===== config.mk =====
export PLATFORM = sky130hd
export DESIGN_NAME = mem_subsys_top
export DESIGN_NICKNAME = d
export VERILOG_FILES = /design/src/mem_pkg.sv /design/src/wb_req_port.sv /design/src/req_fifo.sv /design/src/mem_sequencer.sv /design/src/sdram_cmd.sv /design/src/mem_subsys_top.sv
export SDC_FILE = /design/constraint.sdc
export NUM_CORES = 1
export LEC_CHECK = 0
export BUFFER_PORTS_ARGS = -buffer_cell sky130_fd_sc_hd__buf_2
export CORE_AREA = 2 2 241 243
export CTS_BUF_LIST = sky130_fd_sc_hd__clkbuf_16
export DETAILED_ROUTE_END_ITERATION = 10
export DIE_AREA = 0 0 243 245
export PLACE_DENSITY_LB_ADDON = 0.25
export SYNTH_ARGS = -nofsm -noshare
export SYNTH_HDL_FRONTEND = slang
export SYNTH_SLANG_ARGS = --single-unit
export TNS_END_PERCENT = 20

===== constraint.sdc =====
create_clock -name clk -period 6.6 [get_ports clk]
set_clock_uncertainty 0.1 [all_clocks]
set_input_delay 0.33 -clock clk [delete_from_list [all_inputs] [get_ports clk]]
set_output_delay 0.33 -clock clk [all_outputs]
set_load 0.1 [all_outputs]

===== src/mem_pkg.sv =====
////////////////////////////////////////////////////////////////////////////
// shared types, SDRAM command encoding and timing for the memory subsystem
// imported by every RTL block and by the behavioral SDRAM model
////////////////////////////////////////////////////////////////////////////
package mem_pkg;

    localparam int addr_w = 21;  // word address: bank 2, row 11, col 8
    localparam int data_w = 32;

    localparam int t_rcd   = 2;  // activate to read/write
    localparam int cas_lat = 2;  // read to data
    localparam int t_rp    = 2;  // precharge recovery
    localparam int t_wr    = 2;  // last write data to precharge
    localparam int t_rfc   = 7;  // auto refresh recovery
    localparam int t_mrd   = 2;  // mode register set to next command

    typedef struct packed {
        logic [1:0]  bank;
        logic [10:0] row;
        logic [7:0]  col;
    } sdram_addr_t;

    typedef struct packed {
        logic              wr;    // 1 = write
        logic              port;  // 0 = port a, 1 = port b
        sdram_addr_t       addr;
        logic [data_w-1:0] data;
        logic [3:0]        mask;  // byte enables, 1 = write byte
    } mem_req_t;

    typedef struct packed {
        logic              cs_n;
        logic              ras_n;
        logic              cas_n;
        logic              we_n;
        logic [1:0]        ba;
        logic [10:0]       a;
        logic [3:0]        dqm;
        logic [data_w-1:0] dq_out;
        logic              dq_oe;
    } sdram_pins_t;

    typedef enum logic [2:0] {
        cmd_nop,
        cmd_active,
        cmd_read,
        cmd_write,
        cmd_precharge,
        cmd_refresh,
        cmd_load_mode
    } sdram_cmd_e;

    typedef enum logic [1:0] {
        op_read,
        op_write,
        op_refresh,
        op_init
    } mem_op_e;

    // {ras_n, cas_n, we_n} for each command
    function automatic logic [2:0] encode_cmd(sdram_cmd_e cmd);
        case (cmd)
            cmd_active:    return 3'b011;
            cmd_read:      return 3'b101;
            cmd_write:     return 3'b100;
            cmd_precharge: return 3'b010;
            cmd_refresh:   return 3'b001;
            cmd_load_mode: return 3'b000;
            default:       return 3'b111;
        endcase
    endfunction

    function automatic sdram_cmd_e decode_cmd(sdram_pins_t p);
        if (p.cs_n) return cmd_nop;  // deselect
        case ({p.ras_n, p.cas_n, p.we_n})
            3'b011:  return cmd_active;
            3'b101:  return cmd_read;
            3'b100:  return cmd_write;
            3'b010:  return cmd_precharge;
            3'b001:  return cmd_refresh;
            3'b000:  return cmd_load_mode;
            default: return cmd_nop;  // burst stop also treated as nop
        endcase
    endfunction

endpackage


===== src/wb_req_port.sv =====
////////////////////////////////////////////////////////////////////////////
// Wishbone classic slave front end; one bus cycle becomes one request
////////////////////////////////////////////////////////////////////////////
`timescale 1ns/1ps

module wb_req_port import mem_pkg::*; #(
    parameter bit has_write = 1'b1,
    parameter bit port_id   = 1'b0
) (
    input  logic              clk,
    input  logic              resetn,
    input  logic              cyc,
    input  logic              stb,
    input  logic              we,
    input  logic [addr_w-1:0] adr,
    input  logic [data_w-1:0] dat_w,
    input  logic [3:0]        sel,
    input  logic              rsp_valid,
    input  logic [data_w-1:0] rsp_data,
    output logic              ack,
    output logic [data_w-1:0] dat_r,
    output logic              push,
    output mem_req_t          req,
    input  logic              full
);

    logic waiting;  // request queued, response not yet back

    // ack cycle still shows stb from the master, so no push then
    assign push = cyc && stb && !waiting && !ack && !full;

    always_comb begin
        req.wr   = has_write ? we : 1'b0;
        req.port = port_id;
        req.addr = adr;
        req.data = has_write ? dat_w : '0;
        req.mask = has_write ? sel : 4'hf;
    end

    always_ff @(posedge clk) begin
        if (!resetn) begin
            waiting <= 1'b0;
            ack     <= 1'b0;
        end else begin
            ack <= rsp_valid;  // one cycle after the response
            if (rsp_valid) begin
                waiting <= 1'b0;
            end else if (push) begin
                waiting <= 1'b1;
            end
        end
    end

    always_ff @(posedge clk) begin
        if (rsp_valid) begin
            dat_r <= rsp_data;
        end
    end

    // ack must close a request that this port actually queued
    a_ack_outstanding: assert property (@(posedge clk) disable iff (!resetn)
        ack |-> $past(waiting));

    // read-only port never sees a write cycle from its master
    a_no_write: assert property (@(posedge clk) disable iff (!resetn)
        (!has_write && cyc && stb) |-> !we);

endmodule


===== src/req_fifo.sv =====
////////////////////////////////////////////////////////////////////////////
// small synchronous request FIFO between a host port and the sequencer
////////////////////////////////////////////////////////////////////////////
`timescale 1ns/1ps

module req_fifo import mem_pkg::*; #(
    parameter int depth = 4
) (
    input  logic     clk,
    input  logic     resetn,
    input  logic     push,
    input  mem_req_t din,
    input  logic     pop,
    output mem_req_t dout,
    output logic     full,
    output logic     empty
);

    localparam int ptr_w = (depth > 1) ? $clog2(depth) : 1;
    localparam int cnt_w = $clog2(depth + 1);

    mem_req_t             mem [depth];
    logic     [ptr_w-1:0] wr_ptr;
    logic     [ptr_w-1:0] rd_ptr;
    logic     [cnt_w-1:0] count;

    assign full  = (count == cnt_w'(depth));
    assign empty = (count == '0);
    assign dout  = mem[rd_ptr];  // head, valid while not empty

    always_ff @(posedge clk) begin
        if (push) begin
            mem[wr_ptr] <= din;
        end
    end

    always_ff @(posedge clk) begin
        if (!resetn) begin
            wr_ptr <= '0;
            rd_ptr <= '0;
            count  <= '0;
        end else begin
            if (push) begin
                wr_ptr <= (wr_ptr == ptr_w'(depth - 1)) ? '0 : wr_ptr + 1'b1;
            end
            if (pop) begin
                rd_ptr <= (rd_ptr == ptr_w'(depth - 1)) ? '0 : rd_ptr + 1'b1;
            end
            case ({push, pop})
                2'b10:   count <= count + 1'b1;
                2'b01:   count <= count - 1'b1;
                default: count <= count;
            endcase
        end
    end

    a_no_overflow: assert property (@(posedge clk) disable iff (!resetn)
        push |-> !full);

    a_no_underflow: assert property (@(posedge clk) disable iff (!resetn)
        pop |-> !empty);

endmodule


===== src/mem_sequencer.sv =====
////////////////////////////////////////////////////////////////////////////
// init gating, refresh timing and fixed-priority arbitration of both ports
////////////////////////////////////////////////////////////////////////////
`timescale 1ns/1ps

module mem_sequencer import mem_pkg::*; #(
    parameter int init_cycles      = 200,
    parameter int refresh_interval = 390
) (
    input  logic              clk,
    input  logic              resetn,
    input  mem_req_t          a_head,
    input  logic              a_empty,
    input  mem_req_t          b_head,
    input  logic              b_empty,
    output logic              a_pop,
    output logic              b_pop,
    output logic              start,
    output mem_op_e           op,
    output mem_req_t          req,
    input  logic              busy,
    input  logic              done,
    input  logic [data_w-1:0] rd_data,
    output logic              a_rsp_valid,
    output logic              b_rsp_valid,
    output logic [data_w-1:0] rsp_data
);

    localparam int pwr_w = $clog2(init_cycles + 1);
    localparam int ref_w = $clog2(refresh_interval + 1);

    typedef enum logic [2:0] {
        st_wait_power,
        st_init,
        st_idle,
        st_access,
        st_refresh
    } state_e;

    state_e             state;
    logic   [pwr_w-1:0] pwr_cnt;
    logic   [ref_w-1:0] ref_cnt;
    logic               ref_pend;
    logic               cur_port;  // port of the access in flight

    logic idle_go;

    // idle is only entered after done, so the command block is free here
    assign idle_go = (state == st_idle);

    always_comb begin
        a_pop = 1'b0;
        b_pop = 1'b0;
        start = 1'b0;
        op    = op_init;
        req   = a_head;
        if (state == st_wait_power && pwr_cnt == '0) begin
            start = 1'b1;
        end else if (idle_go) begin
            if (ref_pend) begin  // refresh beats both ports
                start = 1'b1;
                op    = op_refresh;
            end else if (!a_empty) begin
                start = 1'b1;
                a_pop = 1'b1;
                op    = a_head.wr ? op_write : op_read;
            end else if (!b_empty) begin
                start = 1'b1;
                b_pop = 1'b1;
                op    = b_head.wr ? op_write : op_read;
                req   = b_head;
            end
        end
    end

    // done of an access goes back to the port that asked
    assign a_rsp_valid = (state == st_access) && done && !cur_port;
    assign b_rsp_valid = (state == st_access) && done && cur_port;
    assign rsp_data    = rd_data;

    always_ff @(posedge clk) begin
        if (!resetn) begin
            state    <= st_wait_power;
            pwr_cnt  <= pwr_w'(init_cycles);
            ref_cnt  <= ref_w'(refresh_interval - 1);
            ref_pend <= 1'b0;
            cur_port <= 1'b0;
        end else begin
            if (ref_cnt == '0) begin
                ref_cnt  <= ref_w'(refresh_interval - 1);
                ref_pend <= 1'b1;
            end else begin
                ref_cnt <= ref_cnt - 1'b1;
            end

            case (state)
                st_wait_power: begin
                    if (pwr_cnt == '0) state <= st_init;
                    else pwr_cnt <= pwr_cnt - 1'b1;
                end
                st_init, st_refresh: begin
                    if (done) state <= st_idle;
                end
                st_idle: begin
                    if (start && op == op_refresh) begin
                        state    <= st_refresh;
                        ref_pend <= 1'b0;  // an expiry in this same cycle is dropped
                    end else if (start) begin
                        state    <= st_access;
                        cur_port <= req.port;
                    end
                end
                st_access: begin
                    if (done) state <= st_idle;
                end
                default: state <= st_wait_power;
            endcase
        end
    end

    // the init start is the only one issued before the command block is ready
    a_start_not_busy: assert property (@(posedge clk) disable iff (!resetn)
        start |-> (!busy || op == op_init));

endmodule


===== src/sdram_cmd.sv =====
////////////////////////////////////////////////////////////////////////////
// SDRAM command generator; closed-page access, refresh and init sequences
////////////////////////////////////////////////////////////////////////////
`timescale 1ns/1ps

module sdram_cmd import mem_pkg::*; (
    input  logic              clk,
    input  logic              resetn,
    input  logic              start,
    input  mem_op_e           op,
    input  mem_req_t          req,
    output logic              busy,
    output logic              done,
    output logic [data_w-1:0] rd_data,
    output sdram_pins_t       pins,
    input  logic [data_w-1:0] dq_in
);

    localparam int step_w = 5;

    // steps counted from the cycle after start
    localparam logic [step_w-1:0] act_step     = 1;
    localparam logic [step_w-1:0] rw_step      = step_w'(1 + t_rcd);
    localparam logic [step_w-1:0] rd_data_step = step_w'(1 + t_rcd + cas_lat);
    localparam logic [step_w-1:0] rd_pre_step  = step_w'(2 + t_rcd + cas_lat);
    localparam logic [step_w-1:0] rd_done_step = step_w'(2 + t_rcd + cas_lat + t_rp);
    localparam logic [step_w-1:0] wr_pre_step  = step_w'(1 + t_rcd + t_wr);
    localparam logic [step_w-1:0] wr_done_step = step_w'(1 + t_rcd + t_wr + t_rp);
    localparam logic [step_w-1:0] rf_done_step = step_w'(1 + t_rfc);
    localparam logic [step_w-1:0] in_ref1_step = step_w'(1 + t_rp);
    localparam logic [step_w-1:0] in_ref2_step = step_w'(1 + t_rp + t_rfc);
    localparam logic [step_w-1:0] in_lmr_step  = step_w'(1 + t_rp + 2 * t_rfc);
    localparam logic [step_w-1:0] in_done_step = step_w'(1 + t_rp + 2 * t_rfc + t_mrd);

    localparam logic [10:0] mode_word = 11'h020;  // burst 1, cas latency 2

    logic                running;
    logic                init_done;
    logic [step_w-1:0]   step;
    logic [step_w-1:0]   last_step;
    mem_op_e             cur_op;
    mem_req_t            lat_req;
    sdram_cmd_e          cmd;

    assign busy = running || !init_done;  // stays high until init has run
    assign done = running && (step == last_step);

    always_comb begin
        case (cur_op)
            op_read:    last_step = rd_done_step;
            op_write:   last_step = wr_done_step;
            op_refresh: last_step = rf_done_step;
            default:    last_step = in_done_step;
        endcase
    end

    always_comb begin
        cmd = cmd_nop;
        if (running) begin
            case (cur_op)
                op_read: begin
                    if (step == act_step) cmd = cmd_active;
                    else if (step == rw_step) cmd = cmd_read;
                    else if (step == rd_pre_step) cmd = cmd_precharge;
                end
                op_write: begin
                    if (step == act_step) cmd = cmd_active;
                    else if (step == rw_step) cmd = cmd_write;
                    else if (step == wr_pre_step) cmd = cmd_precharge;
                end
                op_refresh: begin
                    if (step == act_step) cmd = cmd_refresh;
                end
                default: begin
                    if (step == act_step) cmd = cmd_precharge;
                    else if (step == in_ref1_step) cmd = cmd_refresh;
                    else if (step == in_ref2_step) cmd = cmd_refresh;
                    else if (step == in_lmr_step) cmd = cmd_load_mode;
                end
            endcase
        end
    end

    always_comb begin
        pins.cs_n = 1'b0;
        {pins.ras_n, pins.cas_n, pins.we_n} = encode_cmd(cmd);
        pins.ba = 2'b00;
        pins.a  = 11'h000;
        case (cmd)
            cmd_active: begin
                pins.ba = lat_req.addr.bank;
                pins.a  = lat_req.addr.row;
            end
            cmd_read, cmd_write: begin
                pins.ba = lat_req.addr.bank;
                pins.a  = {3'b000, lat_req.addr.col};  // a10 low, no auto precharge
            end
            cmd_precharge: pins.a = 11'h400;  // all banks
            cmd_load_mode: pins.a = mode_word;
            default:       pins.a = 11'h000;
        endcase
        pins.dqm    = (cmd == cmd_write) ? ~lat_req.mask : 4'h0;
        pins.dq_out = lat_req.data;
        pins.dq_oe  = (cmd == cmd_write);
    end

    always_ff @(posedge clk) begin
        if (!resetn) begin
            running   <= 1'b0;
            init_done <= 1'b0;
            step      <= '0;
            cur_op    <= op_init;
        end else if (start && !running && (init_done || op == op_init)) begin
            running <= 1'b1;
            step    <= act_step;
            cur_op  <= op;
        end else if (done) begin
            running <= 1'b0;
            if (cur_op == op_init) init_done <= 1'b1;
        end else if (running) begin
            step <= step + 1'b1;
        end
    end

    always_ff @(posedge clk) begin
        if (start && !running) begin
            lat_req <= req;
        end
        if (running && cur_op == op_read && step == rd_data_step) begin
            rd_data <= dq_in;  // cas_lat after the read
        end
    end

    a_rp_quiet: assert property (@(posedge clk) disable iff (!resetn)
        decode_cmd(pins) == cmd_precharge |=> (decode_cmd(pins) == cmd_nop) [*t_rp-1]);

    a_rfc_quiet: assert property (@(posedge clk) disable iff (!resetn)
        decode_cmd(pins) == cmd_refresh |=> (decode_cmd(pins) == cmd_nop) [*t_rfc-1]);

endmodule


===== src/mem_subsys_top.sv =====
////////////////////////////////////////////////////////////////////////////
// SDRAM subsystem top; read/write port a and read-only port b over Wishbone
////////////////////////////////////////////////////////////////////////////
`timescale 1ns/1ps

module mem_subsys_top import mem_pkg::*; #(
    parameter int init_cycles      = 200,
    parameter int refresh_interval = 390,
    parameter int fifo_depth       = 4
) (
    input  logic              clk,
    input  logic              resetn,
    input  logic              a_cyc,
    input  logic              a_stb,
    input  logic              a_we,
    input  logic [addr_w-1:0] a_adr,
    input  logic [data_w-1:0] a_dat_w,
    input  logic [3:0]        a_sel,
    output logic [data_w-1:0] a_dat_r,
    output logic              a_ack,
    input  logic              b_cyc,
    input  logic              b_stb,
    input  logic [addr_w-1:0] b_adr,
    output logic [data_w-1:0] b_dat_r,
    output logic              b_ack,
    output sdram_pins_t       sdram,
    input  logic [data_w-1:0] sdram_dq_in
);

    mem_req_t          a_req, b_req, a_head, b_head, cmd_req;
    logic              a_push, b_push, a_full, b_full, a_empty, b_empty;
    logic              a_pop, b_pop, a_rsp_valid, b_rsp_valid;
    logic              start, busy, done;
    mem_op_e           op;
    logic [data_w-1:0] rd_data, rsp_data;

    wb_req_port #(.has_write(1'b1), .port_id(1'b0)) i_port_a (
        .clk(clk), .resetn(resetn), .cyc(a_cyc), .stb(a_stb), .we(a_we),
        .adr(a_adr), .dat_w(a_dat_w), .sel(a_sel),
        .rsp_valid(a_rsp_valid), .rsp_data(rsp_data), .ack(a_ack), .dat_r(a_dat_r),
        .push(a_push), .req(a_req), .full(a_full)
    );

    // read-only port, write inputs tied off
    wb_req_port #(.has_write(1'b0), .port_id(1'b1)) i_port_b (
        .clk(clk), .resetn(resetn), .cyc(b_cyc), .stb(b_stb), .we(1'b0),
        .adr(b_adr), .dat_w('0), .sel(4'hf),
        .rsp_valid(b_rsp_valid), .rsp_data(rsp_data), .ack(b_ack), .dat_r(b_dat_r),
        .push(b_push), .req(b_req), .full(b_full)
    );

    req_fifo #(.depth(fifo_depth)) i_fifo_a (
        .clk(clk), .resetn(resetn), .push(a_push), .din(a_req), .pop(a_pop),
        .dout(a_head), .full(a_full), .empty(a_empty)
    );

    req_fifo #(.depth(fifo_depth)) i_fifo_b (
        .clk(clk), .resetn(resetn), .push(b_push), .din(b_req), .pop(b_pop),
        .dout(b_head), .full(b_full), .empty(b_empty)
    );

    mem_sequencer #(
        .init_cycles(init_cycles),
        .refresh_interval(refresh_interval)
    ) i_seq (
        .clk(clk), .resetn(resetn),
        .a_head(a_head), .a_empty(a_empty), .b_head(b_head), .b_empty(b_empty),
        .a_pop(a_pop), .b_pop(b_pop), .start(start), .op(op), .req(cmd_req),
        .busy(busy), .done(done), .rd_data(rd_data),
        .a_rsp_valid(a_rsp_valid), .b_rsp_valid(b_rsp_valid), .rsp_data(rsp_data)
    );

    sdram_cmd i_cmd (
        .clk(clk), .resetn(resetn), .start(start), .op(op), .req(cmd_req),
        .busy(busy), .done(done), .rd_data(rd_data),
        .pins(sdram), .dq_in(sdram_dq_in)
    );

endmodule


==> qor.txt <==
Run status -> complete, no violations
Synth area leader -> edfxtp_1
Fmax -> 271.3 MHz
Tightest Pin Transition -> 1020 ps
Worst-path clk slew -> 60 ps
I/O pin count -> 237
Nets -> 1,515
Post-Syn Area -> 0.01977 mm²
Slew headroom -> 0.3197
Unique masters post-synth -> 69
Grt ovf -> 0
Ratio of final minimum period to clock period -> 0.5585
Hold Path Sink -> i_fifo_a.wr_ptr[1]
Critical path class -> reg2out
Yosys reg bits -> 522
Synth top area cells -> edfxtp_1 71%, mux4_2 9.0%, dfxtp_1 5.4%
CP arrival -> 3260 ps
Mean Syn Cell Area -> 19.16 µm²
Unrepaired setup endpoints after global routing -> no
Initial antenna violation count -> 4
Leak -> 8.361 nW
Input/output buffers -> 235
Worst-path fanout max -> 16
Die Ht -> 245 µm
Die area -> 0.05954 mm²
Max Transition Viols Final -> 0
CTS tree -> done
Num CTS Buffers -> 55
Max clock buf depth -> 3
Ys flop type -> edfxtp_1
Count leader, synth -> edfxtp_1
All-layer global routing usage -> 0.1399
Hold Vio Cnt, Final -> 0
Residual DRC count -> 0
Yosys warns -> 0
Worst reg-to-reg setup slack -> 3490 ps
Clk_lat worst skew -> 630 ps
Row Count -> 88
Mapped Cells -> 1,032
Number of enable flip-flop cells after synthesis -> 469
Syn_nets -> 1,169
Crit path launch type -> register
Share of cells above drive strength 1 -> 0.3247
Post-route ant nets -> 0
Worst R2R End -> i_port_b.dat_r[9]
DRT iter0 DRCs -> 582
Wirelength per Cell -> 18.86 µm
Period minus WS final -> 3686 ps
Post-CTS Setup Bufs -> 0
Hold depth -> 5
Final RePlAce weighted congestion -> 0.7203
Pwr dens -> 283.7 mW/mm²
Sequential-to-total area share from yosys stat -> 0.7659
Worst r2r src -> i_cmd.running
CP endpoint kind -> output port
Post-synth top cells -> 469 x edfxtp_1, 79 x mux4_2, 53 x dfxtp_1
Reg2reg path depth -> 5
Vias in the first global route -> 10,650
Die X -> 243 µm
Root buffer cell -> clkbuf_16
MaxCap Viol Count -> 0
DP Wirelength -> 24,600 µm
Vias per std cell -> 4.654
HP Class -> in2reg
Ys async rst share -> 0
Yosys top cell area share -> 0.7123
DRT Wirelength -> 41,290 µm
Final setup viols -> 0
Final hold slack -> 234.3 ps
TNS Setup -> 0 ps
Area of the core -> 0.05703 mm²
Starting Density -> 0.3467
H-tree depth -> 2
Hold wc startpoint -> a_stb
VDD IR max -> 0.2136 mV
Critical Path RT -> 6170 ps
Largest net degree at the start of global routing -> 60
P&R area growth vs syn -> 24.17%
First-pass GRT wire length -> 63,250 µm
DR vias -> 10,190
CTS sink cnt -> 522
Pre-antenna DRT Iters -> 4
## layout by cell type (no fill, tap or decap), types with 3 or more instances in the layout
cell,netlist,routed
ha_1,18,18
nand3_1,16,16
nor2b_1,35,35
xnor2_1,6,6
nor3b_1,5,5
o21ai_0,9,9
dfxtp_1,53,51
nor2_1,44,44
nor4_1,7,7
or3_1,7,7
xor2_1,11,11
inv_6,0,3
clkbuf_16,0,55
buf_4,36,14
o21a_1,3,3
bufinv_16,0,6
a31oi_1,4,4
buf_2,11,235
and2_4,0,4
a21oi_1,21,21
mux4_2,79,79
dlygate4sd3_1,0,112
nand4_1,4,4
and3_1,5,3
clkinv_16,0,3
nand2_1,31,31
nor3_1,11,10
inv_1,26,37
a211oi_1,7,7
clkinv_1,1,8
mux2i_1,5,5
mux2_2,22,22
or2_2,5,5
clkinv_2,0,14
clkinvlp_4,0,3
edfxtp_1,469,469
and2_1,12,8
## how the worst max path moves through the flow
stage,startpoint,to,slack (ps),cells after the start
3_5_place_dp,i_cmd.running,i_port_b.dat_r[9],3460,5
3_3_place_gp,i_cmd.running,i_port_b.dat_r[9],3520,5
6_report,i_cmd.running,sdram[46],2910,6
5_1_grt,i_cmd.running,sdram[46],2690,6
4_1_cts,i_cmd.running,sdram[46],2850,6
2_1_floorplan,i_cmd.step[1],sdram[50],1460,6
## report_power, final
group	internal [W]	total, W	switching [W]
clock	0.00177	0.00307	0.00130
combinational	0.000122	0.000233	0.000111
sequential	0.00364	0.00367	0.0000208
total	0.00553	0.00697	0.00143
## critical path, stage by stage, from the launching register on
cell and delay (ps):
dfxtp_1 650, clkinv_1 610, nor2_1 290, a32oi_2 240
nor2_1 230, and3_1 190, buf_2 430
## metal layers
layer	up-vias	wire length, µm	global-route usage
met5	-	38	0
met4	6	912	0.04114
met3	71	2077	0.03138
met2	278	20430	0.2397
met1	5115	17840	0.1780
li1	4718	-	-
## metrics by stage
step / setup slack (ps) / cells / cell area, µm² / power, W / util
finish: 2914 / 2189 / 24550 / 0.006965 / 0.4305
floorplan: 1464 / 1032 / 19770 / 0.003827 / -
global placement: 3523 / 1974 / 21590 / 0.003908 / 0.3786
global route: 2692 / 2189 / 24550 / 0.007214 / 0.4305
CTS: 2854 / 2188 / 24550 / 0.007065 / 0.4304
detailed placement: 3461 / 1974 / 21590 / 0.003916 / 0.3786
## state kept, by name, summed over array words and instances (netlist names), 2 cells and up, named ones only
signal / cells
i_cmd.cur_op: 2
i_cmd.lat_req: 25
i_cmd.pins: 32
i_cmd.rd_data: 32
i_cmd.step: 5
i_fifo_a.count: 3
i_fifo_a.mem: 232
i_fifo_a.rd_ptr: 2
i_fifo_a.wr_ptr: 2
i_fifo_b.count: 3
i_fifo_b.mem: 84
i_fifo_b.rd_ptr: 2
i_fifo_b.wr_ptr: 2
i_port_a.dat_r: 32
i_port_b.dat_r: 32
i_seq.pwr_cnt: 8
i_seq.ref_cnt: 9
i_seq.state: 3
## area by class of cell
class,count,area [µm²]
timing repair buffer,361,2402
multi-input combinational,410,4101
inverter,28,105.1
clock inverter,47,456.7
clock buffer,55,1376
fill,5166,32480
tap,765,957.2
antenna,1,2.502
sequential,522,15150
## cells by family (layout without fill, tap and decap cells)
logic type	Yosys count	in the layout	share of synthesized area
buf+inv	100	491	0.02771
mux	106	106	0.1050
flops	522	522	0.7659
simple gates	203	203	0.05701
xor+xnor	17	17	0.007530
compound gates	63	63	0.02316
other cells	1	2	0.0001897
fa+ha+maj	20	20	0.01342
## what timing repair did
| item | 4_1_cts | 5_1_grt |
|---|---|---|
| hold buffers | 112 | 0 |
| gates resized for setup | 0 | 0 |
| endpoints found under the hold margin | 356 | 0 |
(Power assumes the default switching activity.)
